`config.mk`:
```
export PLATFORM = sky130hd
export DESIGN_NAME = flash_prog_top
export DESIGN_NICKNAME = d
export VERILOG_FILES = /design/src/hw/flash_prog_pkg.sv /design/src/hw/flash_prog_ecc_enc.sv /design/src/hw/flash_prog_scramble.sv /design/src/hw/flash_prog_pack.sv /design/src/hw/flash_prog_top.sv
export SDC_FILE = /design/constraint.sdc
export NUM_CORES = 1
export LEC_CHECK = 0
export BUFFER_PORTS_ARGS = -buffer_cell sky130_fd_sc_hd__buf_2
export CORE_ASPECT_RATIO = 1.25
export CORE_MARGIN = 4
export CORE_UTILIZATION = 60
export DETAILED_ROUTE_END_ITERATION = 16
export PLACE_DENSITY = 0.82
export SYNTH_ARGS = -nofsm -noshare
export SYNTH_HDL_FRONTEND = slang
export SYNTH_SLANG_ARGS = --single-unit
```
`constraint.sdc`:
```
create_clock -name clk_i -period 5.3 [get_ports clk_i]
set_clock_uncertainty 0.2 [all_clocks]
set_input_delay 0.795 -clock clk_i [delete_from_list [all_inputs] [get_ports clk_i]]
set_output_delay 0.795 -clock clk_i [all_outputs]
set_load 0.02 [all_outputs]
```
`src/hw/flash_prog_pkg.sv`:
```
package flash_prog_pkg;

  ////////////////////
  // bus side
  ////////////////////

  // data bits per bus beat
  localparam int BusWidth      = 32;
  // odd parity, one bit per byte, sits above the data
  // a byte is good when its 8 bits plus the parity bit hold an odd number of ones
  localparam int BusParW       = 4;
  localparam int ByteWidth     = BusWidth / BusParW;
  localparam int BusFullWidth  = BusWidth + BusParW;
  // beats per flash word and the beat index
  localparam int WidthMultiple = 2;
  localparam int WordSelW      = 1;
  localparam int MaxBeatIdx    = WidthMultiple - 1;

  ////////////////////
  // flash side
  ////////////////////

  localparam int DataWidth     = BusWidth * WidthMultiple;
  localparam int CodeWidth     = 8;
  // programmed word is {reliability code, integrity code, data}
  localparam int FullDataWidth = DataWidth + 2 * CodeWidth;
  // the reliability code covers the integrity code stacked above the data
  localparam int CodeInWidth   = DataWidth + CodeWidth;
  localparam int AddrWidth     = 16;

  // scrambler round counts and rotation amounts
  localparam int MaskRounds    = 4;
  localparam int CipherRounds  = 4;
  localparam int MaskRot       = 7;
  localparam int CipherRot     = 13;
  localparam int RoundCntW     = 3;

  // code rule, used for both 8-bit codes
  //   bit j, j = 0..5 : xor of all input bits whose index has bit j set
  //   bit 6           : xor of all input bits
  //   bit 7           : xor of the even-indexed input bits
  // for the 72-bit reliability input the index for bits 0..5 is taken modulo 64

  typedef logic [BusFullWidth-1:0]  bus_word_t;
  typedef logic [WordSelW-1:0]      beat_sel_t;
  typedef logic [DataWidth-1:0]     flash_data_t;
  typedef logic [CodeWidth-1:0]     code_t;
  typedef logic [FullDataWidth-1:0] flash_word_t;
  typedef logic [AddrWidth-1:0]     flash_addr_t;
  typedef logic [DataWidth-1:0]     flash_key_t;

endpackage

```
`src/hw/flash_prog_ecc_enc.sv`:
```
`timescale 1ns/100ps

module flash_prog_ecc_enc import flash_prog_pkg::*; (
  // current word register, plain or scrambled
  input  flash_data_t data_i,
  // integrity code captured from the plain word
  input  code_t       intg_i,
  output code_t       intg_code_o,
  output code_t       rel_code_o
);

  logic [CodeInWidth-1:0] intg_in;
  logic [CodeInWidth-1:0] rel_in;

  // one generator for both codes
  // positions 0..5 use the bit index modulo the data width
  function automatic code_t calc_code(logic [CodeInWidth-1:0] v);
    code_t       c;
    int unsigned k;
    c = '0;
    for (int i = 0; i < CodeInWidth; i++) begin
      k = i % DataWidth;
      // index-weighted parity bits
      for (int j = 0; j < 6; j++) begin
        if (k[j]) begin
          c[j] = c[j] ^ v[i];
        end
      end
      // overall parity
      c[6] = c[6] ^ v[i];
      // even-position parity
      if ((i % 2) == 0) begin
        c[7] = c[7] ^ v[i];
      end
    end
    return c;
  endfunction

  ////////////////////
  // code inputs
  ////////////////////

  // zero top byte leaves the 64-bit code untouched
  assign intg_in = {{CodeWidth{1'b0}}, data_i};

  // integrity code sits above the final data
  assign rel_in = {intg_i, data_i};

  // the packer samples this only while the word is still plain
  assign intg_code_o = calc_code(intg_in);

  // covers whatever goes to the flash, scrambled or not
  assign rel_code_o = calc_code(rel_in);

endmodule

```
`src/hw/flash_prog_scramble.sv`:
```
`timescale 1ns/100ps

module flash_prog_scramble import flash_prog_pkg::*; (
  input  logic        clk_i,
  input  logic        rst_ni,
  input  flash_key_t  key_i,
  input  flash_addr_t addr_i,
  // address mask
  input  logic        mask_req_i,
  output logic        mask_ack_o,
  output flash_data_t mask_o,
  // keyed cipher
  input  logic        cipher_req_i,
  input  flash_data_t cipher_data_i,
  output logic        cipher_ack_o,
  output flash_data_t cipher_o
);

  logic                 mask_busy_q;
  logic [RoundCntW-1:0] mask_cnt_q;
  flash_data_t          mask_q;
  logic                 cipher_busy_q;
  logic [RoundCntW-1:0] cipher_cnt_q;
  flash_data_t          cipher_q;

  function automatic flash_data_t rotl(flash_data_t x, int unsigned r);
    return (x << r) | (x >> (DataWidth - r));
  endfunction

  ////////////////////
  // mask unit
  ////////////////////

  // load on req, one round per cycle, ack after the last round
  always_ff @(posedge clk_i or negedge rst_ni) begin
    if (!rst_ni) begin
      mask_busy_q <= 1'b0;
      mask_cnt_q  <= '0;
      mask_ack_o  <= 1'b0;
    end else begin
      mask_ack_o <= 1'b0;
      if (mask_busy_q) begin
        mask_cnt_q <= mask_cnt_q + 1'b1;
        if (mask_cnt_q == RoundCntW'(MaskRounds - 1)) begin
          mask_busy_q <= 1'b0;
          mask_ack_o  <= 1'b1;
        end
      end else if (mask_req_i && !mask_ack_o) begin
        mask_busy_q <= 1'b1;
        mask_cnt_q  <= '0;
      end
    end
  end

  always_ff @(posedge clk_i) begin
    if (mask_busy_q) begin
      mask_q <= rotl(mask_q, MaskRot) ^ key_i;
    end else if (mask_req_i && !mask_ack_o) begin
      // address is zero-extended into the key
      mask_q <= key_i ^ flash_data_t'(addr_i);
    end
  end

  assign mask_o = mask_q;

  ////////////////////
  // cipher unit
  ////////////////////

  always_ff @(posedge clk_i or negedge rst_ni) begin
    if (!rst_ni) begin
      cipher_busy_q <= 1'b0;
      cipher_cnt_q  <= '0;
      cipher_ack_o  <= 1'b0;
    end else begin
      cipher_ack_o <= 1'b0;
      if (cipher_busy_q) begin
        cipher_cnt_q <= cipher_cnt_q + 1'b1;
        if (cipher_cnt_q == RoundCntW'(CipherRounds - 1)) begin
          cipher_busy_q <= 1'b0;
          cipher_ack_o  <= 1'b1;
        end
      end else if (cipher_req_i && !cipher_ack_o) begin
        cipher_busy_q <= 1'b1;
        cipher_cnt_q  <= '0;
      end
    end
  end

  // add-rotate round, the add wraps at 64 bits
  always_ff @(posedge clk_i) begin
    if (cipher_busy_q) begin
      cipher_q <= rotl(cipher_q + key_i, CipherRot);
    end else if (cipher_req_i && !cipher_ack_o) begin
      cipher_q <= cipher_data_i;
    end
  end

  assign cipher_o = cipher_q;

  // the packer holds each req until its ack
  mask_ack_req_a : assert property (@(posedge clk_i) disable iff (!rst_ni)
    mask_ack_o |-> mask_req_i);
  cipher_ack_req_a : assert property (@(posedge clk_i) disable iff (!rst_ni)
    cipher_ack_o |-> cipher_req_i);

endmodule

```
`src/hw/flash_prog_pack.sv`:
```
`timescale 1ns/100ps

module flash_prog_pack import flash_prog_pkg::*; (
  input  logic        clk_i,
  input  logic        rst_ni,
  input  logic        disable_i,
  // controller beat
  input  logic        prog_req_i,
  input  bus_word_t   data_i,
  input  beat_sel_t   sel_i,
  input  logic        last_i,
  input  logic        scramble_en_i,
  input  logic        ecc_en_i,
  // flash macro handshake
  input  logic        flash_ack_i,
  input  logic        flash_done_i,
  // scrambler results
  input  logic        mask_ack_i,
  input  flash_data_t mask_i,
  input  logic        cipher_ack_i,
  input  flash_data_t cipher_i,
  // encoder results
  input  code_t       intg_code_i,
  input  code_t       rel_code_i,
  output logic        prog_ack_o,
  output logic        flash_req_o,
  output logic        flash_last_o,
  output flash_word_t flash_data_o,
  output logic        mask_req_o,
  output logic        cipher_req_o,
  output flash_data_t cipher_data_o,
  output flash_data_t plain_data_o,
  output code_t       intg_q_o,
  output logic        intg_err_o,
  output logic        fsm_err_o
);

  typedef enum logic [3:0] {
    StIdle,
    StPrePack,
    StPack,
    StPostPack,
    StCalcCode,
    StMask,
    StScramble,
    StReqFlash,
    StWaitFlash,
    StDisabled
  } state_e;

  state_e      state_q, state_d;
  beat_sel_t   idx_q;
  beat_sel_t   sel_m1;
  logic        pack_valid;
  logic        use_beat;
  logic        capture_code;
  logic [BusWidth-1:0] pack_data;
  logic        par_err;
  logic        intg_err_q;
  logic        ack_eff;
  logic        done_eff;
  flash_data_t word_q;
  flash_data_t mask_q;
  code_t       intg_q;

  ////////////////////
  // bus parity
  ////////////////////

  // each byte with its parity bit must hold an odd number of ones
  always_comb begin
    par_err = 1'b0;
    for (int b = 0; b < BusParW; b++) begin
      par_err = par_err |
                ~^{data_i[BusWidth+b], data_i[b*ByteWidth +: ByteWidth]};
    end
  end

  // sticky until reset, only real beats are checked
  always_ff @(posedge clk_i or negedge rst_ni) begin
    if (!rst_ni) begin
      intg_err_q <= 1'b0;
    end else if (pack_valid && use_beat && par_err) begin
      intg_err_q <= 1'b1;
    end
  end

  assign intg_err_o = intg_err_q;

  // after a bad beat the flash is never asked, so handshakes are faked
  assign ack_eff  = flash_ack_i | intg_err_q;
  assign done_eff = flash_done_i | intg_err_q;

  ////////////////////
  // beat index
  ////////////////////

  assign sel_m1 = sel_i - 1'b1;

  always_ff @(posedge clk_i or negedge rst_ni) begin
    if (!rst_ni) begin
      idx_q <= '0;
    end else if (pack_valid && idx_q == MaxBeatIdx) begin
      // word full, next one starts at slot 0
      idx_q <= '0;
    end else if (pack_valid) begin
      idx_q <= idx_q + 1'b1;
    end
  end

  // filler is all ones
  assign pack_data = use_beat ? data_i[BusWidth-1:0] : {BusWidth{1'b1}};

  ////////////////////
  // FSM
  ////////////////////

  always_ff @(posedge clk_i or negedge rst_ni) begin
    if (!rst_ni) begin
      state_q <= StIdle;
    end else begin
      state_q <= state_d;
    end
  end

  always_comb begin
    state_d      = state_q;
    pack_valid   = 1'b0;
    use_beat     = 1'b0;
    capture_code = 1'b0;
    prog_ack_o   = 1'b0;
    flash_req_o  = 1'b0;
    flash_last_o = 1'b0;
    mask_req_o   = 1'b0;
    cipher_req_o = 1'b0;
    fsm_err_o    = 1'b0;

    unique case (state_q)
      StIdle: begin
        // disable only takes effect between bursts
        if (disable_i) begin
          state_d = StDisabled;
        end else if (prog_req_i && |sel_i) begin
          state_d = StPrePack;
        end else if (prog_req_i) begin
          state_d = StPack;
        end
      end
      StPrePack: begin
        // filler up to the slot of the first beat
        pack_valid = 1'b1;
        if (idx_q == sel_m1) begin
          state_d = StPack;
        end
      end
      StPack: begin
        pack_valid = prog_req_i;
        use_beat   = 1'b1;
        if (prog_req_i && idx_q == MaxBeatIdx) begin
          // word complete, this beat is acked once the flash takes the word
          state_d = StCalcCode;
        end else if (prog_req_i && last_i) begin
          state_d = StPostPack;
        end else if (prog_req_i) begin
          prog_ack_o = 1'b1;
        end
      end
      StPostPack: begin
        // filler after an unaligned last beat
        pack_valid = 1'b1;
        if (idx_q == MaxBeatIdx) begin
          state_d = StCalcCode;
        end
      end
      StCalcCode: begin
        // integrity code of the plain word
        capture_code = 1'b1;
        state_d = scramble_en_i ? StMask : StReqFlash;
      end
      StMask: begin
        mask_req_o = 1'b1;
        if (mask_ack_i) begin
          state_d = StScramble;
        end
      end
      StScramble: begin
        cipher_req_o = 1'b1;
        if (cipher_ack_i) begin
          state_d = StReqFlash;
        end
      end
      StReqFlash: begin
        flash_req_o  = ~intg_err_q;
        flash_last_o = last_i;
        if (ack_eff && last_i) begin
          // burst ends only when the flash reports done
          state_d = StWaitFlash;
        end else if (ack_eff) begin
          prog_ack_o = 1'b1;
          state_d = StIdle;
        end
      end
      StWaitFlash: begin
        if (done_eff) begin
          prog_ack_o = 1'b1;
          state_d = StIdle;
        end
      end
      StDisabled: begin
        state_d = StDisabled;
      end
      default: begin
        fsm_err_o = 1'b1;
      end
    endcase
  end

  ////////////////////
  // word register
  ////////////////////

  always_ff @(posedge clk_i) begin
    if (mask_req_o && mask_ack_i) begin
      // xor in the mask and keep it for the unmask after the cipher
      word_q <= word_q ^ mask_i;
      mask_q <= mask_i;
    end else if (cipher_req_o && cipher_ack_i) begin
      word_q <= cipher_i ^ mask_q;
    end else if (pack_valid) begin
      word_q[idx_q*BusWidth +: BusWidth] <= pack_data;
    end
  end

  always_ff @(posedge clk_i) begin
    if (capture_code) begin
      intg_q <= intg_code_i;
    end
  end

  assign cipher_data_o = word_q;
  assign plain_data_o  = word_q;
  assign intg_q_o      = intg_q;

  // reliability field reads as all ones when ecc is off
  assign flash_data_o = {(ecc_en_i ? rel_code_i : {CodeWidth{1'b1}}), intg_q, word_q};

  ////////////////////
  // assertions
  ////////////////////

  // pre-pack fills only slots below the first beat
  pre_pack_slot_a : assert property (@(posedge clk_i) disable iff (!rst_ni)
    state_q == StPrePack && pack_valid |-> idx_q != MaxBeatIdx);

  // post-pack would not be entered on an aligned word
  post_pack_slot_a : assert property (@(posedge clk_i) disable iff (!rst_ni)
    state_q == StPostPack && pack_valid |-> idx_q != '0);

  // the flash request and its word hold until accepted
  flash_req_hold_a : assert property (@(posedge clk_i) disable iff (!rst_ni)
    flash_req_o && !flash_ack_i |=> flash_req_o && $stable(flash_data_o));

endmodule

```
`src/hw/flash_prog_top.sv`:
```
`timescale 1ns/100ps

module flash_prog_top import flash_prog_pkg::*; (
  input  logic        clk_i,
  input  logic        rst_ni,
  input  logic        disable_i,
  // controller side
  input  logic        prog_req_i,
  input  bus_word_t   data_i,
  input  beat_sel_t   sel_i,
  input  logic        last_i,
  input  logic        scramble_en_i,
  input  logic        ecc_en_i,
  input  flash_key_t  key_i,
  input  flash_addr_t addr_i,
  output logic        prog_ack_o,
  // flash side
  input  logic        flash_ack_i,
  input  logic        flash_done_i,
  output logic        flash_req_o,
  output logic        flash_last_o,
  output flash_word_t flash_data_o,
  output logic        intg_err_o,
  output logic        fsm_err_o
);

  logic        mask_req;
  logic        mask_ack;
  flash_data_t mask;
  logic        cipher_req;
  logic        cipher_ack;
  flash_data_t cipher_in;
  flash_data_t cipher_out;
  flash_data_t plain_data;
  code_t       intg_q;
  code_t       intg_code;
  code_t       rel_code;

  ////////////////////
  // packer
  ////////////////////

  flash_prog_pack u_pack (
    .clk_i, .rst_ni, .disable_i,
    .prog_req_i, .data_i, .sel_i, .last_i,
    .scramble_en_i, .ecc_en_i,
    .flash_ack_i, .flash_done_i,
    .mask_ack_i    (mask_ack),
    .mask_i        (mask),
    .cipher_ack_i  (cipher_ack),
    .cipher_i      (cipher_out),
    .intg_code_i   (intg_code),
    .rel_code_i    (rel_code),
    .prog_ack_o, .flash_req_o, .flash_last_o, .flash_data_o,
    .mask_req_o    (mask_req),
    .cipher_req_o  (cipher_req),
    .cipher_data_o (cipher_in),
    .plain_data_o  (plain_data),
    .intg_q_o      (intg_q),
    .intg_err_o, .fsm_err_o
  );

  // scrambler and encoder both work off the packer's word register
  flash_prog_scramble u_scramble (
    .clk_i, .rst_ni, .key_i, .addr_i,
    .mask_req_i    (mask_req),
    .mask_ack_o    (mask_ack),
    .mask_o        (mask),
    .cipher_req_i  (cipher_req),
    .cipher_data_i (cipher_in),
    .cipher_ack_o  (cipher_ack),
    .cipher_o      (cipher_out)
  );

  flash_prog_ecc_enc u_ecc_enc (
    .data_i      (plain_data),
    .intg_i      (intg_q),
    .intg_code_o (intg_code),
    .rel_code_o  (rel_code)
  );

endmodule

```
Yosys cells after proc, flatten, opt, wreduce, memory -nomap -nowiden
Index checks and enable logic that the tools add are counted.
Widths: inputs -> output; s select.
{"block": "totals", "regBits": 280, "in_bits": 126, "elab_cells": 439}
{"block": "classes", "n_addsub": 6, "eq_ne": 20, "shift": 2, "mux": 55, "n_bitwise": 316, "n_reduce_logical": 26}
{"op": "$mux 64", "count": 7}
{"op": "$xor 1x1->1", "count": 304}
{"op": "$xor 64x64->64", "count": 3}
{"op": "$add 64x64->64", "count": 1}
{"op": "$bwmux 64", "count": 1}
{"op": "$or 64x13->64", "count": 1}
{"op": "$or 64x7->64", "count": 1}
{"op": "$shift 32x34->64 const A", "count": 1}
{"op": "$shiftx 32x34->64", "count": 1}
{"op": "$xor 64x16->64", "count": 1}
{"op": "$mux 4", "count": 12}
{"op": "$pmux 4 s10", "count": 1}
{"op": "$reduce_xnor 9->1", "count": 4}
{"op": "$neg 6->34", "count": 1}
{"op": "$mux 32", "count": 1}
{"op": "$mux 1", "count": 25}
{"op": "$eq 4x3->1 const B", "count": 4}
{"op": "$mux 3", "count": 4}
{"op": "$logic_and 1x1->1", "count": 11}
{"op": "$ne 2x1->1 const B", "count": 5}
{"op": "$reduce_bool 10->1", "count": 1}
{"op": "$reduce_or 10->1", "count": 1}
{"op": "$reduce_and 9->1", "count": 1}
{"op": "$eq 4x2->1 const B", "count": 2}
{"op": "other kinds (20)", "count": 31}

Logic depth before layout (Yosys ltp)
Gate-level depths: netlist of the first run.
{"block": "depth", "ltp_word": 72, "mapped_depth": 12, "depth_no_buf": 12}

Hierarchy
From an unflattened synthesis of the first run, not the netlist that was laid out.
{"block": "unflattened", "cells_unflattened": 1787, "hier_area_um2": 20290.7}
{"module": "flash_prog_scramble", "n_inst": 1, "cells_per_inst": 949, "area_per_inst_um2": 9952.0, "seq_area_each_um2": 4093.9}
{"module": "flash_prog_pack", "n_inst": 1, "cells_per_inst": 710, "area_per_inst_um2": 8692.1, "seq_area_each_um2": 4234.1}
{"module": "flash_prog_ecc_enc", "n_inst": 1, "cells_per_inst": 128, "area_per_inst_um2": 1646.6, "seq_area_each_um2": 0.0}

Worst setup path after synthesis of the first run
No wires, ideal clock.
{"block": "synth_timing", "path_kind": "flip-flop to flip-flop", "startpoint": "reg u_pack.state_q[2]", "endpoint": "reg u_pack.word_q[54] (netlist: u_pack.cipher_data_o[54]) (data pin)", "setup_ns": 0.363, "arrival_ns": 3.465, "slack_ns": 1.272, "path_stages_with_launch": 8, "n_path_buf": 4, "synth_period_minus_slack_ns": 4.028, "cell_sequence": "dfrtp_1 clkbuf_1 nor2b_1 and3_1 clkbuf_1 clkbuf_1 clkbuf_1 a21oi_1"}
{"block": "synth_between", "elab_chain_cells": 8}
{"element": "start, declared", "line": "flash_prog_pack.sv:51", "source": "state_e state_q, state_d;"}
{"element": "start signal, assigned", "line": "flash_prog_pack.sv:120", "source": "state_q <= StIdle;"}
{"element": "start signal, assigned", "line": "flash_prog_pack.sv:122", "source": "state_q <= state_d;"}
{"element": "$eq 4x2->1", "line": "flash_prog_pack.sv:138", "source": "unique case (state_q)"}
{"element": "$mux 1", "line": "flash_prog_pack.sv:138"}
{"element": "$mux 32", "line": "flash_prog_pack.sv:112", "source": "assign pack_data = use_beat ? data_i[BusWidth-1:0] : {BusWidth{1'b1}};"}
{"element": "$shiftx 32x34->64", "line": "flash_prog_pack.sv:230", "source": "word_q[idx_q*BusWidth +: BusWidth] <= pack_data;"}
{"element": "$bwmux 64", "line": "flash_prog_pack.sv:230"}
{"element": "$mux 64", "line": "flash_prog_pack.sv:229", "source": "end else if (pack_valid) begin"}
{"element": "$mux 64", "line": "flash_prog_pack.sv:227", "source": "end else if (cipher_req_o && cipher_ack_i) begin"}
{"element": "$mux 64 *", "line": "flash_prog_pack.sv:223", "source": "if (mask_req_o && mask_ack_i) begin"}
{"element": "end signal, assigned", "line": "flash_prog_pack.sv:225", "source": "word_q <= word_q ^ mask_i;"}
{"element": "end signal, assigned", "line": "flash_prog_pack.sv:228", "source": "word_q <= cipher_i ^ mask_q;"}
{"element": "end signal, assigned by index", "line": "flash_prog_pack.sv:230"}
{"element": "end, declared", "line": "flash_prog_pack.sv:62", "source": "flash_data_t word_q;"}
Every way passes the cells marked *; elsewhere a longest branch is shown, timed or not. The select of a mux whose other input is x is not followed.
A chain may end at the register's enable or synchronous reset.

Worst setup path in the final report of the first run
{"block": "layout_timing", "startpoint": "reg u_pack.word_q[31] (netlist: u_pack.cipher_data_o[31])", "endpoint": "out flash_data_o[78]"}
{"block": "layout_between", "elab_chain_cells": 42}
{"element": "$xor 1x1->1 (33 in a row)"}
{"element": "named net intg_code[6]", "line": "flash_prog_top.sv:36", "source": "code_t intg_code;"}
{"element": "$xor 1x1->1 (8 in a row)", "line": "flash_prog_ecc_enc.sv:30", "source": "c[6] = c[6] ^ v[i];"}
{"element": "$mux 8", "line": "flash_prog_pack.sv:245", "source": "assign flash_data_o = {(ecc_en_i ? rel_code_i : {CodeWidth{1'b1}}), intg_q, word_q};"}
{"element": "end, declared", "line": "flash_prog_top.sv:22", "source": "output flash_word_t flash_data_o,"}
The timed path passes the listed nets, and every way through them passes these cells.

==> impl_summary.txt, run 1 <==
----------------------------------------------------
[Logic synthesis]
  Cell type with the highest aggregate area in the netlist ... edfxtp_1
  Number of different library cells in the post-synthesis netlist ... 79
  Mux share of post-synthesis cell area ... 0.0310
  Number of enable-type register cells in the synthesized netlist ... around 260
  Fraction of the mapped netlist area in simple logic gates ... 0.0928
  Net count after synthesis ... roughly 2000
  Post-synthesis cell area ... 0.0185 mm2
  Top-count cell post-synth ... xnor2_1
  Compound-Gate Fraction of Synth Area ... 0.157
  Largest family of logic cells by synthesized area ... XOR/XNOR gates
  Fraction of synthesized cell area taken by the top area cell type ... 0.427
  Seq cells post-synth ... 280
  Yosys warning total ... 0
  Async set-reset flop share out of synthesis ... 0.0571
  Primary FF master, synth ... edfxtp_1
  Post-synthesis adder-cell area fraction ... 0.0463
  Share of synthesized area occupied by flip-flops and latches ... 0.449
  Most frequent cells after synthesis ... xnor2_1, edfxtp_1, a21oi_1
  Xor-xnor portion of the synthesized cell area ... 0.199
  Largest cells by area after synthesis ... edfxtp_1, xnor2_1, xor2_1
  Syn Area/Cell ... around 11 um2
  Number of instances in the synthesized netlist ... about 1800

[Final layout]
  Filler cells ... ~2400
  Relative area change from synthesis to final layout ... 12.7%
  Area of combinational cells with multiple inputs ... about 0.0098 mm2
  Net count of the finished layout ... 2132
  Layout cells sized above 1 ... 0.169
  Sequential Area ... ~0.0083 mm2
  N_diodes ... 0

[Detailed routing]
  Total number of vias ... 15500
  Final routed DRC violation total ... 0
  DRC marker count from the first detailed-route iteration ... a little under 2000
  Length of the first detailed-routing pass in iterations ... 6
  Routed WL per cell ... 28.9 um
  Via density per instance ... between 6 and 7
  Final wirelength ... roughly 70000 um
  Remaining antenna violation count ... 0

[Power and ir drop]
  Switching power total ... between 8000 and 9000 uW
  Register share of total power ... 0.282
  Portion of total power attributed to the clock network ... 0.123
  Cell-internal power ... roughly 9200 uW
  Power Total ... between 15000 and 20000 uW
  Power per Cell Area ... approximately 840 mW/mm2
  Share of total power consumed by net switching ... 0.478
  Max IR drop VDD ... between 1 and 1.5 mV
  Power share of the combinational group ... 0.594
  Leak pwr ... between 0.007 and 0.008 uW

[Place]
  GPL Wtd Cong ... a little over 1
  Half-perimeter wire length of the detailed placement result ... approximately 52000 um
  DP Worst Slack ... 780 ps
  Number of buffers added on ports ... 210

[Clock tree]
  H-tree level count ... 1
  Buffers from clock root to sink, at most ... 3
  CTS resizes ... 0
  Clock root buffer ... clkbuf_16
  TritonCTS clock tree ... built
  # clock sinks ... between 200 and 300
  Total clock buffers created by CTS ... 30
  Clock network latency to the later pin of the worst-skew pair ... approximately 600 ps
  Clock slew at reported path FFs ... roughly 60 ps

[Timing]
  Count of final max-slew check failures ... 0
  Normalized max-slew margin ... 0.231
  Total Negative Setup Slacks ... 0 ps
  Setup repair after global routing missed its margin ... false
  Share of the clock period used by the worst path ... 0.860
  Transition at the pin with the smallest max-transition slack ... about 1200 ps
  Final critical delay including setup and external delays ... 4560 ps
  Achievable frequency ... about 0.22 GHz
  Setup violation total in the final timing report ... 0
  Worst setup slack after layout ... around 740 ps
  Hold violation total from the final report ... 0

[Setup path]
  Kind of capture point of the worst setup path ... primary output
  Worst setup path startpoint ... u_pack.cipher_data_o[31]$_DFFE_PP_
  Nature of the critical path startpoint ... register
  Slack of the worst reg-to-reg path ... ~950 ps
  Capturing point of the worst reg2reg path ... u_scramble.cipher_o[7]$_DFFE_PP_
  Startpoint of the lowest-slack register-to-register path ... u_scramble.cipher_o[8]$_DFFE_PP_
  Worst r2r path cells ... 10
  Crit Path Category ... reg2out
  Worst path required time ... 4300 ps
  Worst setup path endpoint ... flash_data_o[78]
  Worst-path maximum fanout ... 5
  Data arrival time of the critical path ... 3560 ps

[Die]
  Area inside the core boundary ... around 0.03 mm2
  Overall die width ... between 150 and 200 um
  Area of the die ... between 0.03 and 0.04 mm2
  Std-Cell Rows ... roughly 70
  Chip Height ... about 200 um
  Number of top-level design ports ... approximately 210
  Starting utilization of the core area ... 0.612

[GRT]
  Number of global-route vias before repair ... ~15000
  Initial antenna violation count ... 1
  Maximum number of pins on one net before global-route repair ... around 140
  Overall fraction of global-route tracks in use ... 0.397
  Overflow after GRT ... 0
  Global-route wire length before repair ... 97700 um

[Status]
  Result of the run ... complete, no violations

[Min path]
  Worst Hold Class ... reg2reg

[Flow run]
  Maximum Capacitance Violations ... 0

----------------------------------------------------
how the worst min path moves through the flow:
stage	startpoint	to	slack (ps)	cells past startpoint
4_1_cts	u_scramble.cipher_cnt_q[0]$_DFFE_PN0P_	u_scramble.cipher_cnt_q[0]$_DFFE_PN0P_	290	1
5_1_grt	u_scramble.mask_o[39]$_DFFE_PP_	u_pack.mask_q[39]$_DFFE_PP_	310	0
3_5_place_dp	u_scramble.cipher_cnt_q[0]$_DFFE_PN0P_	u_scramble.cipher_cnt_q[0]$_DFFE_PN0P_	280	1
6_report	u_scramble.cipher_cnt_q[0]$_DFFE_PN0P_	u_scramble.cipher_cnt_q[0]$_DFFE_PN0P_	280	1
3_3_place_gp	u_scramble.mask_cnt_q[0]$_DFFE_PN0P_	u_scramble.mask_cnt_q[0]$_DFFE_PN0P_	270	1
2_1_floorplan	u_scramble.cipher_cnt_q[0]$_DFFE_PN0P_	u_scramble.cipher_cnt_q[0]$_DFFE_PN0P_	250	1
metal layers:
| layer | share of wire | routed length (um) | GRT usage | vias to the layer above |
|---|---|---|---|---|
| met1 | 0.35 | 23700 | 0.488 | 7437 |
| met4 | 0.085 | 5790 | 0.267 | 2 |
| li1 | - | - | - | 6775 |
| met5 | 0.00019 | 13 | 0 | - |
| met3 | 0.10 | 6870 | 0.0616 | 249 |
| met2 | 0.47 | 31800 | 0.642 | 1065 |
layout make-up:
cell class,count,area share
Timing Repair Buffer,223,0.0557
Tap cell,401,0.0240
Inverter,40,0.00719
Clock inverter,18,0.00970
Multi-Input combinational cell,1363,0.467
Clock buffer,34,0.0377
Sequential cell,280,0.399
repair_timing:
action / in CTS / in global routing
hold buffers: 1 / 0
setup buffers: 0 / 0
endpoints found under the hold margin: 16 / 0
placed cells by master, fill, tap and decap left out, types with 8 or more instances in the layout:
cell type / n
a211oi_1: 10
a21o_1: 26
a21oi_1: 156
a221oi_1: 65
buf_2: 210
buf_4: 11
clkbuf_16: 31
dfrtp_1: 14
edfxtp_1: 264
ha_1: 67
inv_1: 37
mux2_2: 35
mux2i_1: 17
nand2_1: 132
nand2b_1: 8
nand3_1: 22
nand4_1: 16
nor2_1: 133
nor2b_1: 9
nor3_1: 19
o21a_1: 11
o21ai_0: 68
o21bai_1: 10
o31ai_1: 11
xnor2_1: 309
xor2_1: 109
registers in the layout, indices dropped and copies added (netlist names), 3 cells and up:
register and count:
u_pack.mask_q 64, u_scramble.cipher_o 64, u_pack.state_q 4, u_scramble.cipher_cnt_q 3
u_pack.cipher_data_o 64, u_scramble.mask_cnt_q 3, u_scramble.mask_o 64, u_pack.intg_q_o 8
worst max-delay path: stages, from the launching register on:
cell      delay, ps
edfxtp_1        580
xor2_1          270
xnor2_1         360
xor2_1          240
xnor2_1         140
xnor2_1         380
xnor2_1         160
xnor2_1         420
nor2_1           90
nand3b_1        160
buf_2           160
power by group through the flow:
| stage | clock network, uW | logic (uW) | registers, uW |
|---|---|---|---|
| 2_1_floorplan | 0 | 7270 | 4520 |
| 3_3_place_gp | 0 | 10000 | 4950 |
| 3_5_place_dp | 0 | 10200 | 4960 |
| 4_1_cts | 2170 | 10300 | 4920 |
| 5_1_grt | 2260 | 11100 | 4990 |
| 6_report | 2170 | 10500 | 4970 |
kinds of logic after synthesis:
family | Yosys count
muxes | 53
xor gates and xnor gates | 419
buffers and inverters | 123
DFF | 280
and+or+nand+nor | 384
adders and majority gates | 68
AOI/OAI and AO/OA | 439
per-stage QoR:
step | std cells | utilization | cell area, um2 | hold WS (ps)
CTS | 2359 | 0.690 | 20900 | 285
global placement | 2306 | 0.657 | 19900 | 269
floorplan | 1766 | - | 18500 | 253
finish | 2359 | 0.690 | 20900 | 281
global route | 2359 | 0.690 | 20900 | 315
detailed placement | 2306 | 0.657 | 19900 | 278
(Power assumes the default switching activity.)
==> run 2, diff against run 1 <==
--- a/config.mk
+++ b/config.mk
@@ -8,9 +8,10 @@
 export BUFFER_PORTS_ARGS = -buffer_cell sky130_fd_sc_hd__buf_2
 export CORE_ASPECT_RATIO = 1.25
 export CORE_MARGIN = 4
-export CORE_UTILIZATION = 60
+export CORE_UTILIZATION = 61
+export CTS_BUF_LIST = sky130_fd_sc_hd__clkbuf_8
 export DETAILED_ROUTE_END_ITERATION = 16
-export PLACE_DENSITY = 0.82
+export PLACE_DENSITY = 0.84
 export SYNTH_ARGS = -nofsm -noshare
 export SYNTH_HDL_FRONTEND = slang
 export SYNTH_SLANG_ARGS = --single-unit
==> constraint.sdc (replaced) <==
create_clock -name clk_i -period 5.3 [get_ports clk_i]
set_clock_uncertainty 0.2 [all_clocks]
set_input_delay 0.53 -clock clk_i [delete_from_list [all_inputs] [get_ports clk_i]]
set_output_delay 0.53 -clock clk_i [all_outputs]
set_load 0.02 [all_outputs]
==> run 2 against run 1 <==
Maximum frequency up 5.0%. Core utilization down 0.071 points. First-iteration DRC count shrank 6.6%. Wire length about the same. Critical endpoint is now u_scramble.cipher_o[9]$_DFFE_PP_. Largest cell class unchanged.
==> impl_summary.txt, run 2 (synthesized netlist as in run 1, its figures left out) <==
----------------------------------------------------
[Status]
  Result of the run ... complete, no violations

[Detailed routing]
  Remaining antenna violation count ... 0 (unchanged)
  Total number of vias ... 15600 (+0.57%)
  Via density per instance ... 6.54 (-0.65%)
  Final wirelength ... 68000 um (about the same)
  Routed WL per cell ... 28.5 um (-1.3%)
  Length of the first detailed-routing pass in iterations ... 7 (+1)
  Final routed DRC violation total ... 0 (unchanged)
  DRC marker count from the first detailed-route iteration ... 1810 (-6.6%)

[Place]
  Number of buffers added on ports ... 210 (unchanged)
  Half-perimeter wire length of the detailed placement result ... 52100 um (-0.51%)
  GPL Wtd Cong ... 1.02 (-0.20%)
  Cell Count Post-Placement ... 2306 (unchanged)

[Final layout]
  Relative area change from synthesis to final layout ... 11.6%
  Sequential Area ... 0.00833 mm2 (unchanged)
  Layout cells sized above 1 ... 0.170 (+0.000552)
  Most common cell after layout, fill and taps aside ... xnor2_1
  Net count of the finished layout ... 2147 (+0.70%)
  Count of non-filler cells in the finished layout ... 2388 (+1.2%)
  Filler cells ... 2407 (+1.1%)
  Most frequent cells in the layout ... xnor2_1, edfxtp_1, buf_2, a21oi_1, nor2_1
  Area of combinational cells with multiple inputs ... 0.00976 mm2 (unchanged)
  N_diodes ... 0 (unchanged)

[Clock tree]
  Total clock buffers created by CTS ... 45 (+50%)
  Clock network latency to the later pin of the worst-skew pair ... 600 ps (about the same)
  Post-CTS Setup Bufs ... 0 (unchanged)
  Buffers from clock root to sink, at most ... 3 (unchanged)
  TritonCTS clock tree ... built
  H-tree level count ... 2 (+1)
  # clock sinks ... 280 (unchanged)
  Clock root buffer ... clkbuf_8
  Clock slew at reported path FFs ... 70 ps (about the same)

[Setup path]
  Count of buffer and inverter cells on the critical path ... 0 (-1)
  Data arrival time of the critical path ... 4440 ps (+880 ps)
  Worst path required time ... 5400 ps (+1100 ps)
  Nature of the critical path startpoint ... register
  Largest incremental delay on the critical path ... 660 ps (+80 ps)
  Slack of the worst reg-to-reg path ... 960 ps (about the same)
  Cell breakdown of the critical path ... ha_1 -> a21oi_1 -> a21boi_0 -> a311oi_1 -> nand3_1 -> a311oi_2 -> nor2_2 -> a21boi_2 -> nor3_1 -> or3b_1
  Crit Path Category ... reg2reg
  Worst-path maximum fanout ... 7 (+2)
  Cell family contributing the most delay on the critical path ... compound AO/OA/AOI/OAI gates
  Cell type of the slowest stage on the worst timing path ... a311oi_1
  Kind of capture point of the worst setup path ... register

[Timing]
  Final critical delay including setup and external delays ... 4340 ps (-218 ps)
  Share of the clock period used by the worst path ... 0.819 (-0.0411)
  Achievable frequency ... 0.230 GHz (+5.0%)
  Worst hold-check slack ... 42.7 ps (-238 ps)
  Setup violation total in the final timing report ... 0 (unchanged)
  Normalized max-slew margin ... 0.236 (+0.00449)
  Total Negative Setup Slacks ... 0 ps (unchanged)
  Setup repair after global routing missed its margin ... false
  Hold violation total from the final report ... 0 (unchanged)
  Count of final max-slew check failures ... 0 (unchanged)
  Transition at the pin with the smallest max-transition slack ... 1150 ps (-5.46 ps)

[GRT]
  Overflow after GRT ... 0 (unchanged)
  Overall fraction of global-route tracks in use ... 0.403 (+0.00621)
  Number of global-route vias before repair ... 14900 (-1.0%)
  Global-route wire length before repair ... 97800 um (about the same)
  Initial antenna violation count ... 2 (+1)
  Maximum number of pins on one net before global-route repair ... 136 (+0.74%)

[Power and ir drop]
  Max IR drop VDD ... 1.54 mV (+37%)
  Leak pwr ... 0.00769 uW (-0.50%)
  Power per Cell Area ... 830 mW/mm2 (-1.5%)

[Die]
  Std-Cell Rows ... 71 (unchanged)
  Area of the die ... 0.0333 mm2 (-1.6%)
  Overall die width ... 164 um (-0.78%)
  Starting utilization of the core area ... 0.618 (+0.00543)
  Area inside the core boundary ... 0.0300 mm2 (-0.88%)
  Number of top-level design ports ... 211 (unchanged)
  Chip Height ... 203 um (-0.79%)

[Flow run]
  Maximum Capacitance Violations ... 0 (unchanged)

[Min path]
  Worst Hold Class ... in2reg

----------------------------------------------------
-- run 2: cell types whose count changed in the layout (fill, tap and decap cells not counted), moves of 2 or more --
cell / change
clkbuf_1: -3
clkinv_2: -2
clkinvlp_4: -2
bufinv_16: -4
clkbuf_16: -31
clkinv_1: +15
inv_1: +11
clkbuf_8: +47
-- run 2: timing repair --
action                                 in CTS  in global routing
gates resized for setup                     0                  0
endpoints found under the hold margin      16                  0
hold buffers                                1                  0
-- run 2: path summary, 6_finish.rpt --
check,start,end,cells after the start
hold reg to reg,u_scramble.cipher_cnt_q[0]$_DFFE_PN0P_,u_scramble.cipher_cnt_q[0]$_DFFE_PN0P_,1
min in group asynchronous,rst_ni,u_pack.intg_err_o$_DFFE_PN0P_,2
setup reg to reg,u_scramble.cipher_o[30]$_DFFE_PP_,u_scramble.cipher_o[9]$_DFFE_PP_,10
max in group asynchronous,rst_ni,u_scramble.cipher_busy_q$_DFF_PN0_,2
hold / removal,key_i[25],u_scramble.mask_o[25]$_DFFE_PP_,2
setup / recovery,u_scramble.cipher_o[30]$_DFFE_PP_,u_scramble.cipher_o[9]$_DFFE_PP_,10
-- run 2: per-layer routing --
metal / routed length, um / GRT usage / up-vias
li1: - / - / 6816
met3: 7090 / 0.0839 / 236
met2: 31300 / 0.642 / 1012
met1: 24200 / 0.499 / 7548
met4: 5480 / 0.256 / 4
met5: 24 / 0 / -
-- run 2: layout make-up --
cell class                      count  area share
Multi-Input combinational cell   1363       0.472
Sequential cell                   280       0.403
Clock buffer                       47      0.0313
Tap cell                          401      0.0243
Timing Repair Buffer              223      0.0562
Inverter                           40     0.00726
Clock inverter                     34     0.00665
-- run 2: power by group --
part	total, uW	switching (uW)	internal [uW]
Combinational	10500	6360	4130
Clock	1740	923	818
Sequential	4930	1120	3810
-- run 2: through the flow --
stage          area (um2)   util  total power [uW]  worst slack [ps]
3_3_place_gp        19900  0.663             15000               966
4_1_cts             20700  0.689             16900              1030
5_1_grt             20700  0.689             17900               867
2_1_floorplan       18500      -             11800              1270
3_5_place_dp        19900  0.663             15200               968
6_report            20700  0.689             17200               959
